**src/memCtrl_config.svh**
```systemverilog
`ifndef MEM_CTRL_CONFIG_SVH
`define MEM_CTRL_CONFIG_SVH

// byte address into the RAM
`define MEM_ADDR_W 32

// request and result word of both requesters
`define MEM_WORD_W 32

// the RAM moves one byte per cycle
`define MEM_BYTE_W 8

// holds a byte count or a byte index, 0 to 4
`define MEM_LEN_W 3

// one instruction
`define FETCH_BYTES 4

// byte lanes in a word
`define MEM_LANES (`MEM_WORD_W / `MEM_BYTE_W)

`endif
```
**src/memCtrlPkg.sv**
```systemverilog
`default_nettype none

`include "memCtrl_config.svh"

package memCtrlPkg;

    typedef logic [`MEM_ADDR_W-1:0] memAddr_t;

    typedef logic [`MEM_WORD_W-1:0] memWord_t;

    typedef logic [`MEM_BYTE_W-1:0] memByte_t;

    // byte count of a request, or the index of the current byte
    typedef logic [`MEM_LEN_W-1:0] memLen_t;

    typedef enum logic [2:0] {
        Idle,
        ReadInst,
        ReadData,
        WriteData,
        Done
    } ctrlState_t;

    // who holds the RAM right now
    typedef enum logic [1:0] {
        OwnerNone,
        OwnerFetch,
        OwnerData
    } memOwner_t;

endpackage

`default_nettype wire

```
**src/memCtrlTop.sv**
```systemverilog
`timescale 1ns/1ps
`default_nettype none

module memCtrlTop
    import memCtrlPkg::*;
(
    input  wire logic     clk,
    input  wire logic     rst,
    input  wire logic     rdy,
    input  wire logic     ioBufferFull,
    // instruction fetch
    input  wire logic     fetchEn,
    input  wire memAddr_t fetchAddr,
    output logic          fetchDone,
    output memWord_t      fetchInst,
    // load/store
    input  wire logic     dataEn,
    input  wire logic     dataStore,
    input  wire memLen_t  dataLen,
    input  wire memAddr_t dataAddr,
    input  wire memWord_t dataWdata,
    output logic          dataDone,
    output memWord_t      dataRdata,
    // byte RAM
    input  wire memByte_t memDin,
    output memAddr_t      memAddr,
    output memByte_t      memDout,
    output logic          memWr,
    output memOwner_t     owner
);

    logic     stageClear;
    logic     stageRun;
    memLen_t  xferLen;
    memLen_t  stage;
    logic     lastStage;
    memAddr_t baseAddr;
    memWord_t storeWord;
    logic     isWrite;
    logic     byteCapture;
    memWord_t assembledWord;

    memArbiterFsm fsm (
        .clk(clk),
        .rst(rst),
        .rdy(rdy),
        .ioBufferFull(ioBufferFull),
        .fetchEn(fetchEn),
        .fetchAddr(fetchAddr),
        .dataEn(dataEn),
        .dataStore(dataStore),
        .dataLen(dataLen),
        .dataAddr(dataAddr),
        .dataWdata(dataWdata),
        .lastStage(lastStage),
        .assembledWord(assembledWord),
        .stageClear(stageClear),
        .stageRun(stageRun),
        .xferLen(xferLen),
        .baseAddr(baseAddr),
        .storeWord(storeWord),
        .isWrite(isWrite),
        .byteCapture(byteCapture),
        .memWr(memWr),
        .fetchDone(fetchDone),
        .fetchInst(fetchInst),
        .dataDone(dataDone),
        .dataRdata(dataRdata),
        .owner(owner)
    );

    byteStageCounter stageCnt (
        .clk(clk),
        .rst(rst),
        .clear(stageClear),
        .run(stageRun),
        .len(xferLen),
        .stage(stage),
        .lastStage(lastStage)
    );

    byteLaneDatapath lanePath (
        .clk(clk),
        .rst(rst),
        .baseAddr(baseAddr),
        .storeWord(storeWord),
        .stage(stage),
        .xferLen(xferLen),
        .isWrite(isWrite),
        .byteCapture(byteCapture),
        .memDin(memDin),
        .memAddr(memAddr),
        .memDout(memDout),
        .assembledWord(assembledWord)
    );

endmodule

`default_nettype wire

```
**src/memArbiterFsm.sv**
```systemverilog
`timescale 1ns/1ps
`default_nettype none

`include "memCtrl_config.svh"

module memArbiterFsm
    import memCtrlPkg::*;
(
    input  wire logic     clk,
    input  wire logic     rst,
    input  wire logic     rdy,
    input  wire logic     ioBufferFull,
    input  wire logic     fetchEn,
    input  wire memAddr_t fetchAddr,
    input  wire logic     dataEn,
    input  wire logic     dataStore,
    input  wire memLen_t  dataLen,
    input  wire memAddr_t dataAddr,
    input  wire memWord_t dataWdata,
    input  wire logic     lastStage,
    input  wire memWord_t assembledWord,
    output logic          stageClear,
    output logic          stageRun,
    output memLen_t       xferLen,
    output memAddr_t      baseAddr,
    output memWord_t      storeWord,
    output logic          isWrite,
    output logic          byteCapture,
    output logic          memWr,
    output logic          fetchDone,
    output memWord_t      fetchInst,
    output logic          dataDone,
    output memWord_t      dataRdata,
    output memOwner_t     owner
);

    ctrlState_t state;
    logic       stall;
    logic       busy;

    assign stall = !rdy || ioBufferFull;
    assign busy = (state == ReadInst) || (state == ReadData) || (state == WriteData);

    assign isWrite = (state == WriteData);
    assign stageClear = (state == Idle) && !stall;
    assign stageRun = busy && !stall;
    assign byteCapture = busy && !stall;
    assign memWr = isWrite && !stall;

    always_ff @(posedge clk) begin
        if (rst) begin
            state <= Idle;
            owner <= OwnerNone;
            xferLen <= '0;
            fetchDone <= 1'b0;
            dataDone <= 1'b0;
        end else if (!stall) begin
            case (state)
                Idle: begin
                    // data port wins
                    if (dataEn) begin
                        state <= dataStore ? WriteData : ReadData;
                        owner <= OwnerData;
                        // stores end on their last byte, reads one later
                        xferLen <= dataStore ? dataLen - memLen_t'(1) : dataLen;
                    end else if (fetchEn) begin
                        state <= ReadInst;
                        owner <= OwnerFetch;
                        xferLen <= memLen_t'(`FETCH_BYTES);
                    end
                end
                ReadInst, ReadData: begin
                    if (lastStage) begin
                        state <= Done;
                        fetchDone <= (state == ReadInst);
                        dataDone <= (state == ReadData);
                    end
                end
                WriteData: begin
                    if (lastStage) begin
                        state <= Done;
                        dataDone <= 1'b1;
                    end
                end
                Done: begin
                    state <= Idle;
                    owner <= OwnerNone;
                    fetchDone <= 1'b0;
                    dataDone <= 1'b0;
                end
                default: begin
                    state <= Idle;
                end
            endcase
        end
    end

    // request fields and results
    always_ff @(posedge clk) begin
        if (!stall) begin
            if (state == Idle) begin
                if (dataEn) begin
                    baseAddr <= dataAddr;
                    storeWord <= dataWdata;
                end else if (fetchEn) begin
                    baseAddr <= fetchAddr;
                end
            end
            if (lastStage && (state == ReadInst)) begin
                fetchInst <= assembledWord;
            end
            if (lastStage && (state == ReadData)) begin
                dataRdata <= assembledWord;
            end
        end
    end

endmodule

`default_nettype wire

```
**src/byteLaneDatapath.sv**
```systemverilog
`timescale 1ns/1ps
`default_nettype none

`include "memCtrl_config.svh"

module byteLaneDatapath
    import memCtrlPkg::*;
(
    input  wire logic     clk,
    input  wire logic     rst,
    input  wire memAddr_t baseAddr,
    input  wire memWord_t storeWord,
    input  wire memLen_t  stage,
    input  wire memLen_t  xferLen,
    input  wire logic     isWrite,
    input  wire logic     byteCapture,
    input  wire memByte_t memDin,
    output memAddr_t      memAddr,
    output memByte_t      memDout,
    output memWord_t      assembledWord
);

    memByte_t lanes [`MEM_LANES];
    logic     readCapture;
    memLen_t  prevStage;

    assign memAddr = baseAddr + memAddr_t'(stage);

    // read data lags its address by one cycle
    assign readCapture = byteCapture && !isWrite && (stage != '0);
    assign prevStage = stage - memLen_t'(1);

    // store byte for the current stage
    always_comb begin
        memDout = '0;
        if (byteCapture && isWrite) begin
            for (int i = 0; i < `MEM_LANES; i++) begin
                if (stage == memLen_t'(i)) begin
                    memDout = storeWord[i*`MEM_BYTE_W +: `MEM_BYTE_W];
                end
            end
        end
    end

    always_ff @(posedge clk) begin
        if (rst) begin
            for (int i = 0; i < `MEM_LANES; i++) begin
                lanes[i] <= '0;
            end
        end else if (readCapture) begin
            for (int i = 0; i < `MEM_LANES; i++) begin
                if (prevStage == memLen_t'(i)) begin
                    lanes[i] <= memDin;
                end
            end
        end
    end

    // the byte arriving now is merged in, so the FSM can latch the full
    // word on the same edge that captures the last byte
    always_comb begin
        for (int i = 0; i < `MEM_LANES; i++) begin
            if (memLen_t'(i) >= xferLen) begin
                // zero extension
                assembledWord[i*`MEM_BYTE_W +: `MEM_BYTE_W] = '0;
            end else if (readCapture && (prevStage == memLen_t'(i))) begin
                assembledWord[i*`MEM_BYTE_W +: `MEM_BYTE_W] = memDin;
            end else begin
                assembledWord[i*`MEM_BYTE_W +: `MEM_BYTE_W] = lanes[i];
            end
        end
    end

endmodule

`default_nettype wire

```
**src/byteStageCounter.sv**
```systemverilog
`timescale 1ns/1ps
`default_nettype none

module byteStageCounter
    import memCtrlPkg::*;
(
    input  wire logic    clk,
    input  wire logic    rst,
    input  wire logic    clear,
    input  wire logic    run,
    input  wire memLen_t len,
    output memLen_t      stage,
    output logic         lastStage
);

    // byte index of the transfer in flight
    always_ff @(posedge clk) begin
        if (rst) begin
            stage <= '0;
        end else if (clear) begin
            stage <= '0;
        end else if (run) begin
            stage <= stage + memLen_t'(1);
        end
    end

    // len is the final stage the FSM waits for
    assign lastStage = (stage == len);

endmodule

`default_nettype wire

```
**config.mk**
```make
export PLATFORM = sky130hd
export DESIGN_NAME = memCtrlTop
export DESIGN_NICKNAME = d
export VERILOG_FILES = /design/src/memCtrlPkg.sv /design/src/memCtrlTop.sv /design/src/memArbiterFsm.sv /design/src/byteLaneDatapath.sv /design/src/byteStageCounter.sv
export VERILOG_INCLUDE_DIRS = /design/src
export SDC_FILE = /design/constraint.sdc
export NUM_CORES = 1
export LEC_CHECK = 0
export BUFFER_PORTS_ARGS = -buffer_cell sky130_fd_sc_hd__buf_4
export CAP_MARGIN = 5
export CORE_MARGIN = 10
export CORE_UTILIZATION = 47
export DETAILED_ROUTE_END_ITERATION = 16
export GPL_TIMING_DRIVEN = 0
export PLACE_DENSITY = 0.76
export SETUP_SLACK_MARGIN = 0.1
export SLEW_MARGIN = 40
export SYNTH_ARGS = -nofsm -noshare
export SYNTH_HDL_FRONTEND = slang
export SYNTH_SLANG_ARGS = --single-unit
```
**constraint.sdc**
```tcl
create_clock -name clk -period 3.8 [get_ports clk]
set_input_delay 0.76 -clock clk [delete_from_list [all_inputs] [get_ports clk]]
set_output_delay 0.76 -clock clk [all_outputs]
set_load 0.01 [all_outputs]
```
==> out/qor.txt <==
Drc violations: 0
Fillers: 1211
Worst VDD drop: 0.315 mV
Crit path DAT: 2.72 ns
Static Leak: 4.22 nW
Post-synth ARST share: 0%
Post-synth net total: 683
Skew-Pair Late Insertion Delay: 0.42 ns
Die Ht: 148 um
ANT nets after route: 0
Dominant synthesized flop cell: edfxtp_1
Clock transition at path regs: 0.06 ns
Wire per inst: 19.3 um
Pwr Density: 414 mW/mm2
Sequential cell area: 0.00507 mm2
IO buf count: 221
CTS root buf: clkbuf_16
Via count: 5347
Slew @ Worst Pin: 0.736 ns
Synth cell types: 45
Number of cells on the critical path: 9
Max-Cap Viols: 0
CTS buffer count: 17
Post-synth EDFFs: 160
Final hold violation count: 0
CP top delay family: simple AND/OR/NAND/NOR gates
Final Net Count: 927
Synthesis-to-layout area growth: 34.0%
Most common cell after layout, fill and taps aside: buf_4
Crit share post-route: 91.7%
Rows: 46
Post-route insts no fill: 1030
DR vias/cell: 5.19
I/O pin total: 223
Cell Area, Placed: 0.00965 mm2
1st-iter DRT viols: 302
Fin. max-slew vios: 0
Global-route wire length before repair: 30100 um
Ranking of synthesized cells by area: edfxtp_1, mux2_2, mux2i_1
Register area share after synthesis: 66.2%
Required time of the critical path: 3.04 ns
Cts hold-fix bufs: 0
Initial antenna violation count: 0
Critical Path Sink Type: output port
Status: finished clean
Commonest cells after routing, fill and taps aside: buf_4, edfxtp_1, nor2_1, mux2i_1, mux2_2
H-tree depth: 4
Area share of the largest cell type after synthesis: 62.8%
GRT Overall Usage: 17.7%
Multi-input logic area: 0.00242 mm2
Final Core Density: 64.3%
Total power: 4.24 mW
Sink Count: 173
Critical Path Fanout Max: 8
CP Class: reg2out
Post-Synthesis Cell Area: 0.00765 mm2
N_diodes: 0
Total iterations of the first detailed-routing run: 5
Core area: 0.0159 mm2
CP Buf/Inv Count: 2
Die Width: 148 um
Post-Layout Inst Area: 0.0102 mm2
Worst reg2reg path depth: 6
Min-delay worst type: reg2reg
# setup viols final: 0
Hpwl dp: 15400 um
Achievable Freq: 0.287 GHz
Initial Util: 48.0%
Clock Skews: 0.00773 ns
Synth warn: 0
Post-Route WL: 19800 um
Slew HR: 50.8%
CP Launch Type: flip-flop
Global placement routability congestion: 0.847
CP peak stage delay: 0.43 ns
Die Area: 0.0218 mm2
Flops & latches, synth: 173
Yosys top cell by area: edfxtp_1
Total grt overflow: 0
CTS tree: done
DP Cell Count: 998
CP cell instances: ha_1, inv_1, fa_1, nor2b_1, o2111ai_1, nor2_2, nand3_1, xnor2_1, buf_4
Max Root-Sink Buffers: 2
Critical path's slowest cell: dfxtp_2
Layout cells sized above 1: 38.5%
Syn_area_per_cell: 13.7 um2
Synthesized instance count: 557
Hold Path Depth: 2
Fin crit period: 3.48 ns
Vias in the first global route: 5706
Largest net degree at the start of global routing: 36
RSZ-0062 raised after global routing: no
==> final timing paths <==
kind                             startpoint                            endpoint  slack, ns
min               fsm.owner[1]$_SDFFE_PP0P_           fsm.owner[1]$_SDFFE_PP0P_       0.50
max reg2reg  stageCnt.stage[0]$_SDFFE_PP0N_  lanePath.lanes[1][0]$_SDFFCE_PN0P_       1.29
min reg2reg       fsm.owner[1]$_SDFFE_PP0P_           fsm.owner[1]$_SDFFE_PP0P_       0.50
max          stageCnt.stage[0]$_SDFFE_PP0N_                         memAddr[22]       0.32
==> worst register-to-register path, delay by kind of cell (launching register included) <==
family / cells / cell delay, ns
buf+inv: 1 / 0.11
flops: 1 / 0.43
simple gates: 3 / 0.98
compound gates: 1 / 0.44
fa+ha+maj: 1 / 0.22
==> cells in the mapped netlist, types with 3 or more instances <==
master / instances
edfxtp_1: 160
nor2_1: 87
mux2i_1: 34
mux2_2: 32
xnor2_1: 30
inv_1: 21
a21oi_1: 19
nand2_1: 17
nand3_1: 15
dfxtp_1: 13
ha_1: 11
nor2b_1: 11
a22oi_1: 10
nand2b_1: 10
a221oi_1: 8
nor3_1: 8
clkbuf_1: 7
nand4_1: 6
xor2_1: 6
and4_1: 5
buf_1: 4
buf_2: 4
buf_6: 4
or2b_1: 4
and3_1: 3
nand2_4: 3
o21ai_0: 3
==> sequential cells by signal (all words and copies together), names as in the netlist <==
register / count
fsm.fetchDone: 1
lanePath.lanes: 32
fsm.storeWord: 32
fsm.dataRdata: 32
stageCnt.stage: 3
fsm.baseAddr: 32
fsm.dataDone: 1
fsm.owner: 2
fsm.fetchInst: 32
fsm.state: 3
fsm.xferLen: 3
==> cell type report <==
cell class	count	share of cell area, %
plain buffers	20	1.09
clock buffers	18	4.19
clock inverters	14	1.51
inverters	21	0.769
multi-input cells	343	23.6
flip-flops and latches	173	49.5
well taps	216	2.64
repair buffers	225	16.7
==> layer usage <==
layer | routed length [um] | track usage (%) | vias up
li1 | - | - | 2523
met1 | 7460 | 18.6 | 2561
met2 | 9960 | 30.6 | 236
met3 | 2010 | 7.69 | 27
met4 | 418 | 7.19 | 0
met5 | 0 | 0 | -
==> power breakdown <==
| group | switching [mW] | total (mW) | leakage [nW] | internal (mW) |
|---|---|---|---|---|
| Combinational | 0.172 | 0.348 | 2.32 | 0.177 |
| Sequential | 0.0265 | 2.16 | 1.62 | 2.14 |
| Clock | 0.750 | 1.73 | 0.283 | 0.983 |
==> per-stage QoR <==
step	setup slack [ns]	TNS [ns]	hold slack [ns]
floorplan	0.803	0	0.499
global placement	-0.0417	-0.0820	0.473
detailed placement	0.517	0	0.490
CTS	0.148	0	0.489
global route	0.161	0	0.494
finish	0.316	0	0.505
==> kinds of logic (layout without fill, tap and decap cells) <==
family,after synthesis,count (layout),synth area share [%]
flip-flops,173,173,66.2
AND/OR/NAND/NOR,182,182,11.7
AO/OA/AOI/OAI,47,47,4.21
XOR/XNOR,36,36,4.12
multiplexers,66,66,9.16
buffers and inverters,41,298,2.49
adder cells (fa/ha/maj),12,12,2.06
==> timing repair <==
action / in CTS / in global routing
setup endpoints to repair: 5 / 6
gates resized for setup: 1 / 2
setup buffers: 0 / 0
hold endpoints to repair: 0 / 0
pin swaps: 0 / 1
No activity file was read; power rests on OpenSTA's default activity.
